==> src/design/csr_pkg.sv <==
`default_nettype none

package csr_pkg;

  localparam int XLEN       = 32;
  localparam int CSR_ADDR_W = 12;

  // Machine information, read only
  localparam logic [CSR_ADDR_W-1:0] ADDR_MVENDORID     = 12'hF11;
  localparam logic [CSR_ADDR_W-1:0] ADDR_MARCHID       = 12'hF12;
  localparam logic [CSR_ADDR_W-1:0] ADDR_MIMPID        = 12'hF13;
  localparam logic [CSR_ADDR_W-1:0] ADDR_MHARTID       = 12'hF14;
  // Machine trap setup and handling
  localparam logic [CSR_ADDR_W-1:0] ADDR_MSTATUS       = 12'h300;
  localparam logic [CSR_ADDR_W-1:0] ADDR_MISA          = 12'h301;
  localparam logic [CSR_ADDR_W-1:0] ADDR_MEDELEG       = 12'h302;
  localparam logic [CSR_ADDR_W-1:0] ADDR_MIDELEG       = 12'h303;
  localparam logic [CSR_ADDR_W-1:0] ADDR_MIE           = 12'h304;
  localparam logic [CSR_ADDR_W-1:0] ADDR_MTVEC         = 12'h305;
  localparam logic [CSR_ADDR_W-1:0] ADDR_MCOUNTINHIBIT = 12'h320;
  localparam logic [CSR_ADDR_W-1:0] ADDR_MSCRATCH      = 12'h340;
  localparam logic [CSR_ADDR_W-1:0] ADDR_MEPC          = 12'h341;
  localparam logic [CSR_ADDR_W-1:0] ADDR_MCAUSE        = 12'h342;
  localparam logic [CSR_ADDR_W-1:0] ADDR_MTVAL         = 12'h343;
  localparam logic [CSR_ADDR_W-1:0] ADDR_MIP           = 12'h344;
  // Machine counters
  localparam logic [CSR_ADDR_W-1:0] ADDR_MCYCLE        = 12'hB00;
  localparam logic [CSR_ADDR_W-1:0] ADDR_MINSTRET      = 12'hB02;
  localparam logic [CSR_ADDR_W-1:0] ADDR_MCYCLEH       = 12'hB80;
  localparam logic [CSR_ADDR_W-1:0] ADDR_MINSTRETH     = 12'hB82;
  // Supervisor
  localparam logic [CSR_ADDR_W-1:0] ADDR_SSTATUS       = 12'h100;
  localparam logic [CSR_ADDR_W-1:0] ADDR_SIE           = 12'h104;
  localparam logic [CSR_ADDR_W-1:0] ADDR_STVEC         = 12'h105;
  localparam logic [CSR_ADDR_W-1:0] ADDR_SSCRATCH      = 12'h140;
  localparam logic [CSR_ADDR_W-1:0] ADDR_SEPC          = 12'h141;
  localparam logic [CSR_ADDR_W-1:0] ADDR_SCAUSE        = 12'h142;
  localparam logic [CSR_ADDR_W-1:0] ADDR_STVAL         = 12'h143;
  localparam logic [CSR_ADDR_W-1:0] ADDR_SIP           = 12'h144;
  localparam logic [CSR_ADDR_W-1:0] ADDR_SATP          = 12'h180;
  // User counter mirrors
  localparam logic [CSR_ADDR_W-1:0] ADDR_CYCLE         = 12'hC00;
  localparam logic [CSR_ADDR_W-1:0] ADDR_INSTRET       = 12'hC02;
  localparam logic [CSR_ADDR_W-1:0] ADDR_CYCLEH        = 12'hC80;
  localparam logic [CSR_ADDR_W-1:0] ADDR_INSTRETH      = 12'hC82;

  localparam logic [XLEN-1:0] MSTATUS_RESET = 32'h0000_1800; // MPP = machine

  localparam logic [XLEN-1:0] MSTATUS_WMASK       = 32'h807F_F9EA;
  localparam logic [XLEN-1:0] SSTATUS_WMASK       = 32'h800D_E122; // Supervisor view only
  localparam logic [XLEN-1:0] MIE_WMASK           = 32'h0000_0AAA; // MEI SEI MTI STI MSI SSI
  localparam logic [XLEN-1:0] SIE_WMASK           = 32'h0000_0222;
  localparam logic [XLEN-1:0] MIP_WMASK           = 32'h0000_0002; // SSIP only
  localparam logic [XLEN-1:0] SIP_WMASK           = 32'h0000_0002;
  localparam logic [XLEN-1:0] MCOUNTINHIBIT_WMASK = 32'h0000_0005; // CY and IR

  // Masked bits take new data, the rest keep the old value
  function automatic logic [XLEN-1:0] masked_write(input logic [XLEN-1:0] old_val,
                                                   input logic [XLEN-1:0] new_val,
                                                   input logic [XLEN-1:0] mask);
    return (old_val & ~mask) | (new_val & mask);
  endfunction

  typedef enum logic [1:0] {
    PRIV_U = 2'b00,
    PRIV_S = 2'b01,
    PRIV_M = 2'b11
  } priv_t;

  typedef struct packed {
    logic                  en;
    logic [CSR_ADDR_W-1:0] addr;
    logic [XLEN-1:0]       data;
  } csr_wr_t;

  // One strobe per writable register
  typedef struct packed {
    logic mstatus;
    logic medeleg;
    logic mideleg;
    logic mie;
    logic mtvec;
    logic mcountinhibit;
    logic mscratch;
    logic mepc;
    logic mcause;
    logic mtval;
    logic mip;
    logic mcycle;
    logic mcycleh;
    logic minstret;
    logic minstreth;
    logic sstatus;
    logic sie;
    logic stvec;
    logic sscratch;
    logic sepc;
    logic scause;
    logic stval;
    logic sip;
    logic satp;
  } csr_wsel_t;

  typedef struct packed {
    logic       sd;
    logic [7:0] rsvd_30_23;
    logic       tsr;
    logic       tw;
    logic       tvm;
    logic       mxr;
    logic       sum;
    logic       mprv;
    logic [1:0] xs;
    logic [1:0] fs;
    logic [1:0] mpp;
    logic [1:0] rsvd_10_9;
    logic       spp;
    logic       mpie;
    logic       ube;
    logic       spie;
    logic       rsvd_4;
    logic       mie;
    logic       rsvd_2;
    logic       sie;
    logic       rsvd_0;
  } mstatus_fields_t;

  typedef union packed {
    logic [XLEN-1:0] raw;
    mstatus_fields_t f;
  } status_word_u;

  typedef struct packed {
    logic mxr;
    logic sum;
    logic tvm;
    logic tw;
    logic tsr;
  } mmu_ctrl_t;

  typedef struct packed {
    logic [XLEN-1:0] mtvec;
    logic [XLEN-1:0] mepc;
    logic [XLEN-1:0] mcause;
    logic [XLEN-1:0] mtval;
    logic [XLEN-1:0] stvec;
    logic [XLEN-1:0] sepc;
    logic [XLEN-1:0] scause;
    logic [XLEN-1:0] stval;
    logic [XLEN-1:0] satp;
  } trap_csrs_t;

  typedef struct packed {
    logic [XLEN-1:0] mcountinhibit;
    logic [XLEN-1:0] mcycle;
    logic [XLEN-1:0] mcycleh;
    logic [XLEN-1:0] minstret;
    logic [XLEN-1:0] minstreth;
    logic [XLEN-1:0] cycle;
    logic [XLEN-1:0] cycleh;
    logic [XLEN-1:0] instret;
    logic [XLEN-1:0] instreth;
  } cnt_regs_t;

  typedef struct packed {
    status_word_u    mstatus;
    logic [XLEN-1:0] sstatus;
    trap_csrs_t      trap;
    logic [XLEN-1:0] mscratch;
    logic [XLEN-1:0] sscratch;
    logic [XLEN-1:0] medeleg;
    logic [XLEN-1:0] mideleg;
    logic [XLEN-1:0] mie;
    logic [XLEN-1:0] mip;
    logic [XLEN-1:0] sie;
    logic [XLEN-1:0] sip;
    cnt_regs_t       counters;
  } csr_rdback_t;

endpackage

`default_nettype wire

==> src/design/csr_access_ctrl.sv <==
`timescale 1ns/100ps
`default_nettype none

module csr_access_ctrl #(
  parameter logic [csr_pkg::XLEN-1:0] VENDOR_ID  = '0,
  parameter logic [csr_pkg::XLEN-1:0] ARCH_ID    = '0,
  parameter logic [csr_pkg::XLEN-1:0] IMPL_ID    = '0,
  parameter logic [csr_pkg::XLEN-1:0] HART_ID    = '0,
  parameter logic [csr_pkg::XLEN-1:0] MISA_VALUE = '0
) (
  input  logic                          clk,
  input  logic                          rst,
  input  csr_pkg::csr_wr_t              sw_wr,
  input  csr_pkg::csr_wr_t              trap_wr,
  input  logic [csr_pkg::CSR_ADDR_W-1:0] rd_addr,
  input  csr_pkg::csr_rdback_t          rdback,
  output csr_pkg::csr_wsel_t            wsel,
  output logic [csr_pkg::XLEN-1:0]      wdata,
  output logic [csr_pkg::XLEN-1:0]      rd_data,
  output logic                          rd_error
);
  import csr_pkg::*;

  csr_wr_t wr;
  logic    sw_sel;

  assign sw_sel = !trap_wr.en; // Trap port always wins
  assign wr     = trap_wr.en ? trap_wr : sw_wr;
  assign wdata  = wr.data;

  always_comb begin
    wsel = '0;
    if (wr.en) begin
      case (wr.addr)
        ADDR_MSTATUS:       wsel.mstatus = 1'b1;
        ADDR_MTVEC:         wsel.mtvec = 1'b1;
        ADDR_MSCRATCH:      wsel.mscratch = 1'b1;
        ADDR_MEPC:          wsel.mepc = 1'b1;
        ADDR_MCAUSE:        wsel.mcause = 1'b1;
        ADDR_MTVAL:         wsel.mtval = 1'b1;
        ADDR_MIP:           wsel.mip = 1'b1;
        ADDR_SSTATUS:       wsel.sstatus = 1'b1;
        ADDR_STVEC:         wsel.stvec = 1'b1;
        ADDR_SSCRATCH:      wsel.sscratch = 1'b1;
        ADDR_SEPC:          wsel.sepc = 1'b1;
        ADDR_SCAUSE:        wsel.scause = 1'b1;
        ADDR_STVAL:         wsel.stval = 1'b1;
        ADDR_SIP:           wsel.sip = 1'b1;
        ADDR_SATP:          wsel.satp = 1'b1;
        // Software side only
        ADDR_MEDELEG:       wsel.medeleg = sw_sel;
        ADDR_MIDELEG:       wsel.mideleg = sw_sel;
        ADDR_MIE:           wsel.mie = sw_sel;
        ADDR_SIE:           wsel.sie = sw_sel;
        ADDR_MCOUNTINHIBIT: wsel.mcountinhibit = sw_sel;
        ADDR_MCYCLE:        wsel.mcycle = sw_sel;
        ADDR_MCYCLEH:       wsel.mcycleh = sw_sel;
        ADDR_MINSTRET:      wsel.minstret = sw_sel;
        ADDR_MINSTRETH:     wsel.minstreth = sw_sel;
        default:            wsel = '0; // Read-only or unknown
      endcase
    end
  end

  always_comb begin
    rd_data  = '0;
    rd_error = 1'b0;
    case (rd_addr)
      ADDR_MVENDORID:     rd_data = VENDOR_ID;
      ADDR_MARCHID:       rd_data = ARCH_ID;
      ADDR_MIMPID:        rd_data = IMPL_ID;
      ADDR_MHARTID:       rd_data = HART_ID;
      ADDR_MISA:          rd_data = MISA_VALUE;
      ADDR_MSTATUS:       rd_data = rdback.mstatus.raw;
      ADDR_MEDELEG:       rd_data = rdback.medeleg;
      ADDR_MIDELEG:       rd_data = rdback.mideleg;
      ADDR_MIE:           rd_data = rdback.mie;
      ADDR_MTVEC:         rd_data = rdback.trap.mtvec;
      ADDR_MCOUNTINHIBIT: rd_data = rdback.counters.mcountinhibit;
      ADDR_MSCRATCH:      rd_data = rdback.mscratch;
      ADDR_MEPC:          rd_data = rdback.trap.mepc;
      ADDR_MCAUSE:        rd_data = rdback.trap.mcause;
      ADDR_MTVAL:         rd_data = rdback.trap.mtval;
      ADDR_MIP:           rd_data = rdback.mip;
      ADDR_MCYCLE:        rd_data = rdback.counters.mcycle;
      ADDR_MCYCLEH:       rd_data = rdback.counters.mcycleh;
      ADDR_MINSTRET:      rd_data = rdback.counters.minstret;
      ADDR_MINSTRETH:     rd_data = rdback.counters.minstreth;
      ADDR_SSTATUS:       rd_data = rdback.sstatus;
      ADDR_SIE:           rd_data = rdback.sie;
      ADDR_STVEC:         rd_data = rdback.trap.stvec;
      ADDR_SSCRATCH:      rd_data = rdback.sscratch;
      ADDR_SEPC:          rd_data = rdback.trap.sepc;
      ADDR_SCAUSE:        rd_data = rdback.trap.scause;
      ADDR_STVAL:         rd_data = rdback.trap.stval;
      ADDR_SIP:           rd_data = rdback.sip;
      ADDR_SATP:          rd_data = rdback.trap.satp;
      ADDR_CYCLE:         rd_data = rdback.counters.cycle;
      ADDR_CYCLEH:        rd_data = rdback.counters.cycleh;
      ADDR_INSTRET:       rd_data = rdback.counters.instret;
      ADDR_INSTRETH:      rd_data = rdback.counters.instreth;
      default:            rd_error = 1'b1; // PMP, time and unused land here
    endcase
  end

  // Datapath modules rely on a single register per edge
  a_wsel_onehot: assert property (@(posedge clk) disable iff (rst) $onehot0(wsel));

endmodule

`default_nettype wire

==> src/design/csr_status_regs.sv <==
`timescale 1ns/100ps
`default_nettype none

module csr_status_regs (
  input  logic                     clk,
  input  logic                     rst,
  input  csr_pkg::csr_wsel_t       wsel,
  input  logic [csr_pkg::XLEN-1:0] wdata,
  output csr_pkg::status_word_u    mstatus,
  output logic [csr_pkg::XLEN-1:0] sstatus,
  output csr_pkg::priv_t           privilege,
  output csr_pkg::mmu_ctrl_t       mmu
);
  import csr_pkg::*;

  status_word_u wr_word;

  assign wr_word.raw = wdata; // Field view of incoming data

  always_ff @(posedge clk) begin
    if (rst) begin
      mstatus.raw <= MSTATUS_RESET;
      sstatus     <= '0;
      privilege   <= PRIV_M;
    end else begin
      if (wsel.mstatus) begin
        mstatus.raw <= masked_write(mstatus.raw, wdata, MSTATUS_WMASK);
        privilege   <= priv_t'(wr_word.f.mpp); // Follows MPP of each write
      end
      if (wsel.sstatus)
        sstatus <= masked_write(sstatus, wdata, SSTATUS_WMASK);
    end
  end

  // MMU controls straight from the status fields
  assign mmu.mxr = mstatus.f.mxr;
  assign mmu.sum = mstatus.f.sum;
  assign mmu.tvm = mstatus.f.tvm;
  assign mmu.tw  = mstatus.f.tw;
  assign mmu.tsr = mstatus.f.tsr;

  a_mstatus_rsvd: assert property (@(posedge clk) disable iff (rst)
    (mstatus.raw & ~MSTATUS_WMASK) == '0);

endmodule

`default_nettype wire

==> src/design/csr_trap_regs.sv <==
`timescale 1ns/100ps
`default_nettype none

module csr_trap_regs (
  input  logic                     clk,
  input  logic                     rst,
  input  csr_pkg::csr_wsel_t       wsel,
  input  logic [csr_pkg::XLEN-1:0] wdata,
  output csr_pkg::trap_csrs_t      trap,
  output logic [csr_pkg::XLEN-1:0] mscratch,
  output logic [csr_pkg::XLEN-1:0] sscratch,
  output logic [csr_pkg::XLEN-1:0] medeleg,
  output logic [csr_pkg::XLEN-1:0] mideleg
);

  // Full-width registers, each loaded on its own strobe
  always_ff @(posedge clk) begin
    if (rst) begin
      trap     <= '0;
      mscratch <= '0;
      sscratch <= '0;
      medeleg  <= '0;
      mideleg  <= '0;
    end else begin
      // Machine trap state
      if (wsel.mtvec)
        trap.mtvec <= wdata;
      if (wsel.mepc)
        trap.mepc <= wdata;
      if (wsel.mcause)
        trap.mcause <= wdata;
      if (wsel.mtval)
        trap.mtval <= wdata;
      if (wsel.mscratch)
        mscratch <= wdata;
      if (wsel.medeleg)
        medeleg <= wdata;
      if (wsel.mideleg)
        mideleg <= wdata;
      // Supervisor trap state
      if (wsel.stvec)
        trap.stvec <= wdata;
      if (wsel.sepc)
        trap.sepc <= wdata;
      if (wsel.scause)
        trap.scause <= wdata;
      if (wsel.stval)
        trap.stval <= wdata;
      if (wsel.sscratch)
        sscratch <= wdata;
      if (wsel.satp)
        trap.satp <= wdata; // Sv32 uses all 32 bits
    end
  end

endmodule

`default_nettype wire

==> src/design/csr_intr_regs.sv <==
`timescale 1ns/100ps
`default_nettype none

module csr_intr_regs (
  input  logic                     clk,
  input  logic                     rst,
  input  csr_pkg::csr_wsel_t       wsel,
  input  logic [csr_pkg::XLEN-1:0] wdata,
  output logic [csr_pkg::XLEN-1:0] mie,
  output logic [csr_pkg::XLEN-1:0] mip,
  output logic [csr_pkg::XLEN-1:0] sie,
  output logic [csr_pkg::XLEN-1:0] sip
);
  import csr_pkg::*;

  always_ff @(posedge clk) begin
    if (rst) begin
      mie <= '0;
      mip <= '0;
      sie <= '0;
      sip <= '0;
    end else begin
      if (wsel.mie)
        mie <= masked_write(mie, wdata, MIE_WMASK);
      if (wsel.sie)
        sie <= masked_write(sie, wdata, SIE_WMASK); // Delegated sources only
      // Pending bits other than SSIP come from the interrupt sources
      if (wsel.mip)
        mip <= masked_write(mip, wdata, MIP_WMASK);
      if (wsel.sip)
        sip <= masked_write(sip, wdata, SIP_WMASK);
    end
  end

endmodule

`default_nettype wire

==> src/design/csr_counters.sv <==
`timescale 1ns/100ps
`default_nettype none

module csr_counters (
  input  logic                     clk,
  input  logic                     rst,
  input  csr_pkg::csr_wsel_t       wsel,
  input  logic [csr_pkg::XLEN-1:0] wdata,
  output csr_pkg::cnt_regs_t       counters
);
  import csr_pkg::*;

  localparam int INH_CY = 0;
  localparam int INH_IR = 2;

  logic [2*XLEN-1:0] mcycle_q;
  logic [2*XLEN-1:0] minstret_q;
  logic [2*XLEN-1:0] cycle_q;
  logic [2*XLEN-1:0] instret_q;
  logic [XLEN-1:0]   inhibit_q;

  // A write to either half beats the increment
  function automatic logic [2*XLEN-1:0] count_next(input logic [2*XLEN-1:0] cur,
                                                   input logic wr_lo,
                                                   input logic wr_hi,
                                                   input logic inhibit,
                                                   input logic [XLEN-1:0] d);
    logic [2*XLEN-1:0] nxt;
    nxt = cur;
    if (wr_lo)
      nxt[XLEN-1:0] = d;
    else if (wr_hi)
      nxt[2*XLEN-1:XLEN] = d;
    else if (!inhibit)
      nxt = cur + 1'b1; // Carry runs into the upper half
    return nxt;
  endfunction

  always_ff @(posedge clk) begin
    if (rst) begin
      mcycle_q   <= '0;
      minstret_q <= '0;
      cycle_q    <= '0;
      instret_q  <= '0;
      inhibit_q  <= '0;
    end else begin
      mcycle_q   <= count_next(mcycle_q, wsel.mcycle, wsel.mcycleh, inhibit_q[INH_CY], wdata);
      minstret_q <= count_next(minstret_q, wsel.minstret, wsel.minstreth,
                               inhibit_q[INH_IR], wdata);
      cycle_q    <= mcycle_q;   // User mirrors, one cycle behind
      instret_q  <= minstret_q;
      if (wsel.mcountinhibit)
        inhibit_q <= masked_write(inhibit_q, wdata, MCOUNTINHIBIT_WMASK);
    end
  end

  assign counters.mcountinhibit = inhibit_q;
  assign counters.mcycle        = mcycle_q[XLEN-1:0];
  assign counters.mcycleh       = mcycle_q[2*XLEN-1:XLEN];
  assign counters.minstret      = minstret_q[XLEN-1:0];
  assign counters.minstreth     = minstret_q[2*XLEN-1:XLEN];
  assign counters.cycle         = cycle_q[XLEN-1:0];
  assign counters.cycleh        = cycle_q[2*XLEN-1:XLEN];
  assign counters.instret       = instret_q[XLEN-1:0];
  assign counters.instreth      = instret_q[2*XLEN-1:XLEN];

  a_cycle_hold: assert property (@(posedge clk) disable iff (rst)
    inhibit_q[INH_CY] && !wsel.mcycle && !wsel.mcycleh |=> $stable(mcycle_q));

  a_instret_hold: assert property (@(posedge clk) disable iff (rst)
    inhibit_q[INH_IR] && !wsel.minstret && !wsel.minstreth |=> $stable(minstret_q));

endmodule

`default_nettype wire

==> src/design/csr_file.sv <==
`timescale 1ns/100ps
`default_nettype none

module csr_file #(
  parameter logic [csr_pkg::XLEN-1:0] VENDOR_ID  = 32'h0004_4198,
  parameter logic [csr_pkg::XLEN-1:0] ARCH_ID    = 32'h0000_0001,
  parameter logic [csr_pkg::XLEN-1:0] IMPL_ID    = 32'h0000_0002,
  parameter logic [csr_pkg::XLEN-1:0] HART_ID    = 32'h0000_0000,
  parameter logic [csr_pkg::XLEN-1:0] MISA_VALUE = 32'h4000_1101  // RV32IMA
) (
  input  logic                           clk,
  input  logic                           rst,
  input  csr_pkg::csr_wr_t               sw_wr,
  input  csr_pkg::csr_wr_t               trap_wr,
  input  logic [csr_pkg::CSR_ADDR_W-1:0] rd_addr,
  output logic [csr_pkg::XLEN-1:0]       rd_data,
  output logic                           rd_error,
  output csr_pkg::status_word_u          mstatus,
  output csr_pkg::priv_t                 privilege,
  output csr_pkg::mmu_ctrl_t             mmu,
  output csr_pkg::trap_csrs_t            trap,
  output logic [csr_pkg::XLEN-1:0]       mie,
  output logic [csr_pkg::XLEN-1:0]       mip
);
  import csr_pkg::*;

  csr_wsel_t        wsel;
  logic [XLEN-1:0]  wdata;
  wire csr_rdback_t rdback; // Each datapath block drives its own slice

  csr_access_ctrl #(
    .VENDOR_ID  (VENDOR_ID),
    .ARCH_ID    (ARCH_ID),
    .IMPL_ID    (IMPL_ID),
    .HART_ID    (HART_ID),
    .MISA_VALUE (MISA_VALUE)
  ) csr_access_ctrl_inst (
    .clk      (clk),
    .rst      (rst),
    .sw_wr    (sw_wr),
    .trap_wr  (trap_wr),
    .rd_addr  (rd_addr),
    .rdback   (rdback),
    .wsel     (wsel),
    .wdata    (wdata),
    .rd_data  (rd_data),
    .rd_error (rd_error)
  );

  csr_status_regs csr_status_regs_inst (
    .clk       (clk),
    .rst       (rst),
    .wsel      (wsel),
    .wdata     (wdata),
    .mstatus   (rdback.mstatus),
    .sstatus   (rdback.sstatus),
    .privilege (privilege),
    .mmu       (mmu)
  );

  csr_trap_regs csr_trap_regs_inst (
    .clk      (clk),
    .rst      (rst),
    .wsel     (wsel),
    .wdata    (wdata),
    .trap     (rdback.trap),
    .mscratch (rdback.mscratch),
    .sscratch (rdback.sscratch),
    .medeleg  (rdback.medeleg),
    .mideleg  (rdback.mideleg)
  );

  csr_intr_regs csr_intr_regs_inst (
    .clk   (clk),
    .rst   (rst),
    .wsel  (wsel),
    .wdata (wdata),
    .mie   (rdback.mie),
    .mip   (rdback.mip),
    .sie   (rdback.sie),
    .sip   (rdback.sip)
  );

  csr_counters csr_counters_inst (
    .clk      (clk),
    .rst      (rst),
    .wsel     (wsel),
    .wdata    (wdata),
    .counters (rdback.counters)
  );

  // Register views for the core
  assign mstatus = rdback.mstatus;
  assign trap    = rdback.trap;
  assign mie     = rdback.mie;
  assign mip     = rdback.mip;

endmodule

`default_nettype wire

==> config.mk <==
export PLATFORM = sky130hd
export DESIGN_NAME = csr_file
export DESIGN_NICKNAME = d
export VERILOG_FILES = /design/src/design/csr_pkg.sv /design/src/design/csr_access_ctrl.sv /design/src/design/csr_status_regs.sv /design/src/design/csr_trap_regs.sv /design/src/design/csr_intr_regs.sv /design/src/design/csr_counters.sv /design/src/design/csr_file.sv
export SDC_FILE = /design/constraint.sdc
export NUM_CORES = 2
export LEC_CHECK = 0
export ABC_AREA = 1
export BUFFER_PORTS_ARGS = -buffer_cell sky130_fd_sc_hd__buf_4
export CORE_MARGIN = 3
export CORE_UTILIZATION = 35
export CTS_CLUSTER_SIZE = 14
export DETAILED_ROUTE_END_ITERATION = 8
export PLACE_DENSITY = 0.6
export SETUP_SLACK_MARGIN = 0.5
export SLEW_MARGIN = 10
export SYNTH_ARGS = -nofsm -noshare
export SYNTH_HDL_FRONTEND = slang
export SYNTH_HIERARCHICAL = 1
export SYNTH_SLANG_ARGS = --single-unit
export TNS_END_PERCENT = 100
==> constraint.sdc <==
create_clock -name clk -period 1.9 [get_ports clk]
set_input_delay 0 -clock clk [delete_from_list [all_inputs] [get_ports clk]]
set_output_delay 0 -clock clk [all_outputs]
set_load 0.1 [all_outputs]
* After elaboration in Yosys (flattened, before gate mapping) *
Index checks and enable logic that the tools add are counted.

storage, ports and cells
  register bits after elaboration = 898
  input port bits = 104
  output and inout bits = 424
  word-level logic and storage cells = 143

cells by class
  add/subtract/negate cells = 2
  eq/ne operators = 63
  mux-type cells = 36
  bitwise logic cells = 9
  reduce and logical (&&, ||, !) cells = 6

operators with widths
  kind                   count
  $pmux 32 s32           1
  $eq 12x10->1 const B   23
  $eq 12x9->1 const B    18
  $eq 12x12->1 const B   16
  $mux 32                6
  $add 64x1->64 const B  2
  $mux 64                2
  $or 31x32->32          2
  $or 32x2->32           2
  $mux 45                1
  $reduce_or 33->1       1
  $or 32x10->32          1
  $or 32x12->32          1
  $or 32x3->32           1
  $mux 1                 25
  $mux 24                1
  $ne 2x2->1 const B     4
  $reduce_and 2->1       4
  $ne 2x1->1 const B     2
  $not 1->1              2
  $logic_not 1->1        1

* Longest topological paths before layout *
  depth after elaboration = 6
  gate-level depth with buffers = 16
  gate-level depth less buffers = 14

* Hierarchy *
Netlist, hierarchy kept.

by module, submodules not included
  module           instances  cells each  area an instance (µm²)  sequential area each (µm²)
  csr_trap_regs    1          2,282       15,700.1                8,328.0
  csr_counters     1          2,082       13,085.0                5,165.0
  csr_access_ctrl  1          2,268       9,211.3                 0.0
  csr_status_regs  1          214         1,486.4                 580.6
  csr_intr_regs    1          182         1,312.5                 220.2

* Worst setup path after synthesis *
Ideal clock, no wire load.

  kind = flip-flop to output port
  start point = register csr_status_regs_inst/mstatus[18] (netlist bit)
  end point = output port rd_data[18] (netlist bit)
  arrival = 2,327 ps
  required time = 1,900 ps
  setup slack = -427 ps
  stages on the path, launching flop included = 8
  buffers on the path = 1
  cells stage by stage = dfxtp_1 buf_4 nand3_1 nand2_1 nor2_1 nand2_1 nor2_1 nand2_1

between the ends
  cells in the longest elaborated chain, start to end = 1

ends and longest elaborated chain
  item                RTL line               source
  start: declaration  csr_status_regs.sv:9   output csr_pkg::status_word_u mstatus,
  $pmux 32 s32        csr_access_ctrl.sv:68  case (rd_addr)
  end: declaration    csr_file.sv:16         output logic [csr_pkg::XLEN-1:0] rd_data,

No other way between the ends.

* Final worst setup path *
  start point = input port rd_addr[10] (netlist bit)
  end point = output port rd_data[20] (netlist bit)

between the ends
  cells in the longest elaborated chain, start to end = 2
  elaborated cells between the ends (all ways) = 33
  classes of those cells = eq/ne: 32; mux: 1

ends and longest elaborated chain
  item                                  RTL line               source
  start: declaration                    csr_file.sv:15         input logic [csr_pkg::CSR_ADDR_W-1:0] rd_addr,
  $eq 12x12->1 (tied with other cells)  csr_access_ctrl.sv:68
  $pmux 32 s32 *                        csr_access_ctrl.sv:68

Mark *: on every way between the ends. The rest lies on a longest branch, timed or not.

==> impl_metrics.sql <==
INSERT INTO impl_metrics (metric_group, metric, value, unit) VALUES
('drt', 'post_drt_via_cell_ratio', '5.43', ''),
('critical_path', 'critical_path.startpoint_type', 'primary input', ''),
('layout', 'fin_nets', '8410', ''),
('layout', 'most-common-layout-cells', '2333 x nand2_1, 1334 x nor2_1, 1071 x buf_4', ''),
('power', 'power.density_cell_area', '566', 'nW/um^2'),
('layout', 'area_overhead_vs_synth', '60.0', '%'),
('global_route', 'global_route_wire_length_before_repair', '368000', 'um'),
('run_status', 'status', 'finished with violations', ''),
('layout', 'mostFrequentLayoutCell', 'nand2_1', ''),
('timing', 'final_cycle_utilization_of_the_critical_path', '120', '%'),
('logic_synthesis', 'post_synth.cell_area_avg', '5.80', 'um^2'),
('timing', 'maxClockFrequency', '0.438', 'GHz'),
('clocking', 'numCtsBuffers', '88', ''),
('critical_path', 'path_delay_family', 'simple AND/OR/NAND/NOR gates', ''),
('timing', 'final_max_slew_viol_count', '0', ''),
('global_route', 'largest_net_degree_at_the_start_of_global_routing', '66', ''),
('run', 'drv.max_cap_violation_count', '0', ''),
('logic_synthesis', 'ys_types', '42', ''),
('die', 'num_rows', '124', ''),
('die', 'dieArea', '121000', 'um^2'),
('logic_synthesis', 'number_of_synthesized_flops_with_an_enable_pin', '0', ''),
('layout', 'stdcell_area', '65300', 'um^2'),
('timing', 'worst_slew_pin_slew', '787', 'ps'),
('timing', 'period_minus_slack', '2280', 'ps'),
('global_route', 'first_global_vias', '46400', ''),
('drt', 'drt_iter0_drc', '7590', ''),
('die', 'floorplan.core_area', '115000', 'um^2'),
('clocking', 'cts.sink_count', '714', ''),
('place', 'placedCellCount', '9394', ''),
('timing', 'slew-limit-headroom', '47.3', '%'),
('timing', 'post-route-worst-setup-slack', '-381', 'ps'),
('drt', 'drt_wl_total', '285000', 'um'),
('critical_path', 'critical_path.slowest_cell', 'nand4_1', ''),
('critical_path', 'cp_common_cell', 'buf_12', ''),
('global_route', 'grt_overflow', '0', ''),
('min_path', 'min_path_type', 'primary input to flip-flop', ''),
('logic_synthesis', 'syn_area', '40800', 'um^2'),
('critical_path', 'slowest_delay', '380', 'ps'),
('clocking', 'cts.reportedPaths.clkPinSlew', '50', 'ps'),
('place', 'routability_driven_placement_congestion_ratio', '1.09', ''),
('global_route', 'grt_antenna_before_repair', '21', ''),
('critical_path', 'cp_num_buf_inv', '8', ''),
('timing', 'setup_viol_count_final', '41', ''),
('clocking', 'maximum_number_of_buffers_from_clock_root_to_sink', '3', ''),
('power', 'static-leakage-power', '0.0312', 'uW'),
('logic_synthesis', 'synth_top_cell_area_share', '35.0', '%'),
('layout', 'layout.cells.non_filler', '9897', ''),
('critical_path', 'cp-end-kind', 'output port', ''),
('drt', 'routed-via-count', '53800', ''),
('logic_synthesis', 'post-synth-top-area-cell', 'dfxtp_1', ''),
('place', 'port_buffers', '457', ''),
('clocking', 'htree_levels', '3', ''),
('critical_path', 'worst-path-max-fanout', '4', ''),
('layout', 'layout-drive-gt1-share', '38.8', '%'),
('logic_synthesis', 'synthesis.instances', '7028', ''),
('power', 'report.power.total', '37000', 'uW'),
('logic_synthesis', 'yosys_most_used_dff', 'dfxtp_1', ''),
('die', 'floorplan.die.width', '347', 'um'),
('run_status', 'violations', 'setup timing', ''),
('die', 'design.portCount', '528', ''),
('global_route', 'grt_use_total', '43.4', '%'),
('die', 'initial_core_util', '35.5', '%'),
('die', 'die_y', '347', 'um'),
('timing', 'finalHoldViolations', '0', ''),
('power', 'peakVddDrop', '626', 'uV'),
('logic_synthesis', 'yosysSeqAreaShare', '35.0', '%'),
('drt', 'drt_first_pass_iters', '6', ''),
('place', 'place_hpwl', '211000', 'um'),
('clocking', 'tritoncts', 'yes', ''),
('timing', 'worst_clock_skew', '22.0', 'ps'),
('logic_synthesis', 'postSynthRegisterBits', '714', '');
metrics by stage:
step	TNS [ps]	hold WS, ps	setup WS (ps)	util (%)
CTS	-4810	-13.0	-361	52.7
global route	-9060	39.8	-348	56.7
finish	-7720	16.6	-381	56.8
detailed placement	-208800	330	-1130	45.2
floorplan	0	156	64.3	-
global placement	-200990	318	-1160	45.2
layer usage:
layer	wire, um	vias to the layer above	GRT usage (%)	share of wire, %
li1	-	23700	-	-
met1	106000	25300	56.1	37
met2	117000	3855	64.1	41
met3	34900	916	9.31	12
met4	27600	6	30.8	9.7
met5	46	-	0	0.016
worst paths after layout:
path	to	slack, ps	start	cells after the start
max reg2reg	csr_counters_inst/mcycle_q[46]$_SDFFE_PP0P_	-50	csr_counters_inst/mcycle_q[0]$_SDFFE_PP0P_	14
max	rd_data[20]	-380	rd_addr[10]	16
min	csr_counters_inst/inhibit_q[2]$_SDFFE_PP0P_	20	sw_wr[37]	6
min reg2reg	csr_trap_regs_inst/medeleg[5]$_SDFFE_PP0P_	470	csr_trap_regs_inst/medeleg[5]$_SDFFE_PP0P_	2
worst reg2reg max path: stages, from the launching register on:
cell	delay [ps]
dfxtp_4	400
buf_6	120
ha_4	140
inv_4	40
nor2_4	180
buf_6	170
nand2_4	60
nor2_4	190
nand2_4	160
inv_4	110
nand2_2	40
nand2_1	50
nand3_1	60
nand2_1	80
nand2_1	50
final cells by class:
| type | count | area share (%) |
|---|---|---|
| tap | 1512 | 2.90 |
| clock inverter | 24 | 0.504 |
| multi-input combinational | 5585 | 42.9 |
| antenna | 14 | 0.0537 |
| sequential | 714 | 22.9 |
| clock buffer | 133 | 4.04 |
| inverter | 355 | 2.22 |
| timing repair buffer | 1560 | 24.5 |
power breakdown:
| part | internal, uW | leakage [uW] | switching [uW] |
|---|---|---|---|
| logic | 1130 | 0.0238 | 3090 |
| registers | 14900 | 0.00598 | 25.6 |
| clock network | 10400 | 0.00146 | 7420 |
synth_stat cells, types with 29 or more instances:
library cell and instances:
dfxtp_1 714, nand3_1 461, inv_1 333, a21oi_1 113, nand2_1 2909, nor2_1 1643
nor2_2 29, a31oi_1 29, buf_2 147, buf_6 41, nand4_1 30, buf_4 206
o21ai_0 54, clkbuf_1 146
sequential cells by signal, summed over array words and instances, names as in the netlist:
register and cells:
csr_trap_regs_inst/mscratch 32, csr_counters_inst/cycle_q 64, csr_trap_regs_inst/trap 288, csr_counters_inst/mcycle_q 64, csr_intr_regs_inst/mie 6, csr_counters_inst/instret_q 64, csr_counters_inst/minstret_q 64, csr_status_regs_inst/mstatus 19
csr_counters_inst/inhibit_q 2, csr_intr_regs_inst/sip 1, csr_trap_regs_inst/mideleg 32, csr_status_regs_inst/sstatus 10, csr_intr_regs_inst/mip 1, csr_intr_regs_inst/sie 3, csr_trap_regs_inst/medeleg 32, csr_trap_regs_inst/sscratch 32
cell families after synthesis:
family | Yosys count | synth area share, %
AOI/OAI and AO/OA | 244 | 3.17
xor gates and xnor gates | 20 | 0.429
adders and majority gates | 2 | 0.0613
buffers and inverters | 908 | 11.5
DFF | 714 | 35.0
muxes | 1 | 0.0245
other | 3 | 0.0276
and+or+nand+nor | 5136 | 49.7
timing repair:
| action | 4_1_cts | 5_1_grt |
|---|---|---|
| hold buffers | 42 | 0 |
| hold endpoints to repair | 209 | 0 |
| cloned | 7 | 40 |
| pin swaps | 333 | 385 |
| endpoints found under the setup margin | 650 | 761 |
| resized for setup | 1172 | 839 |
| setup buffers | 141 | 103 |
Note: power is estimated with default switching activity, not from simulation.
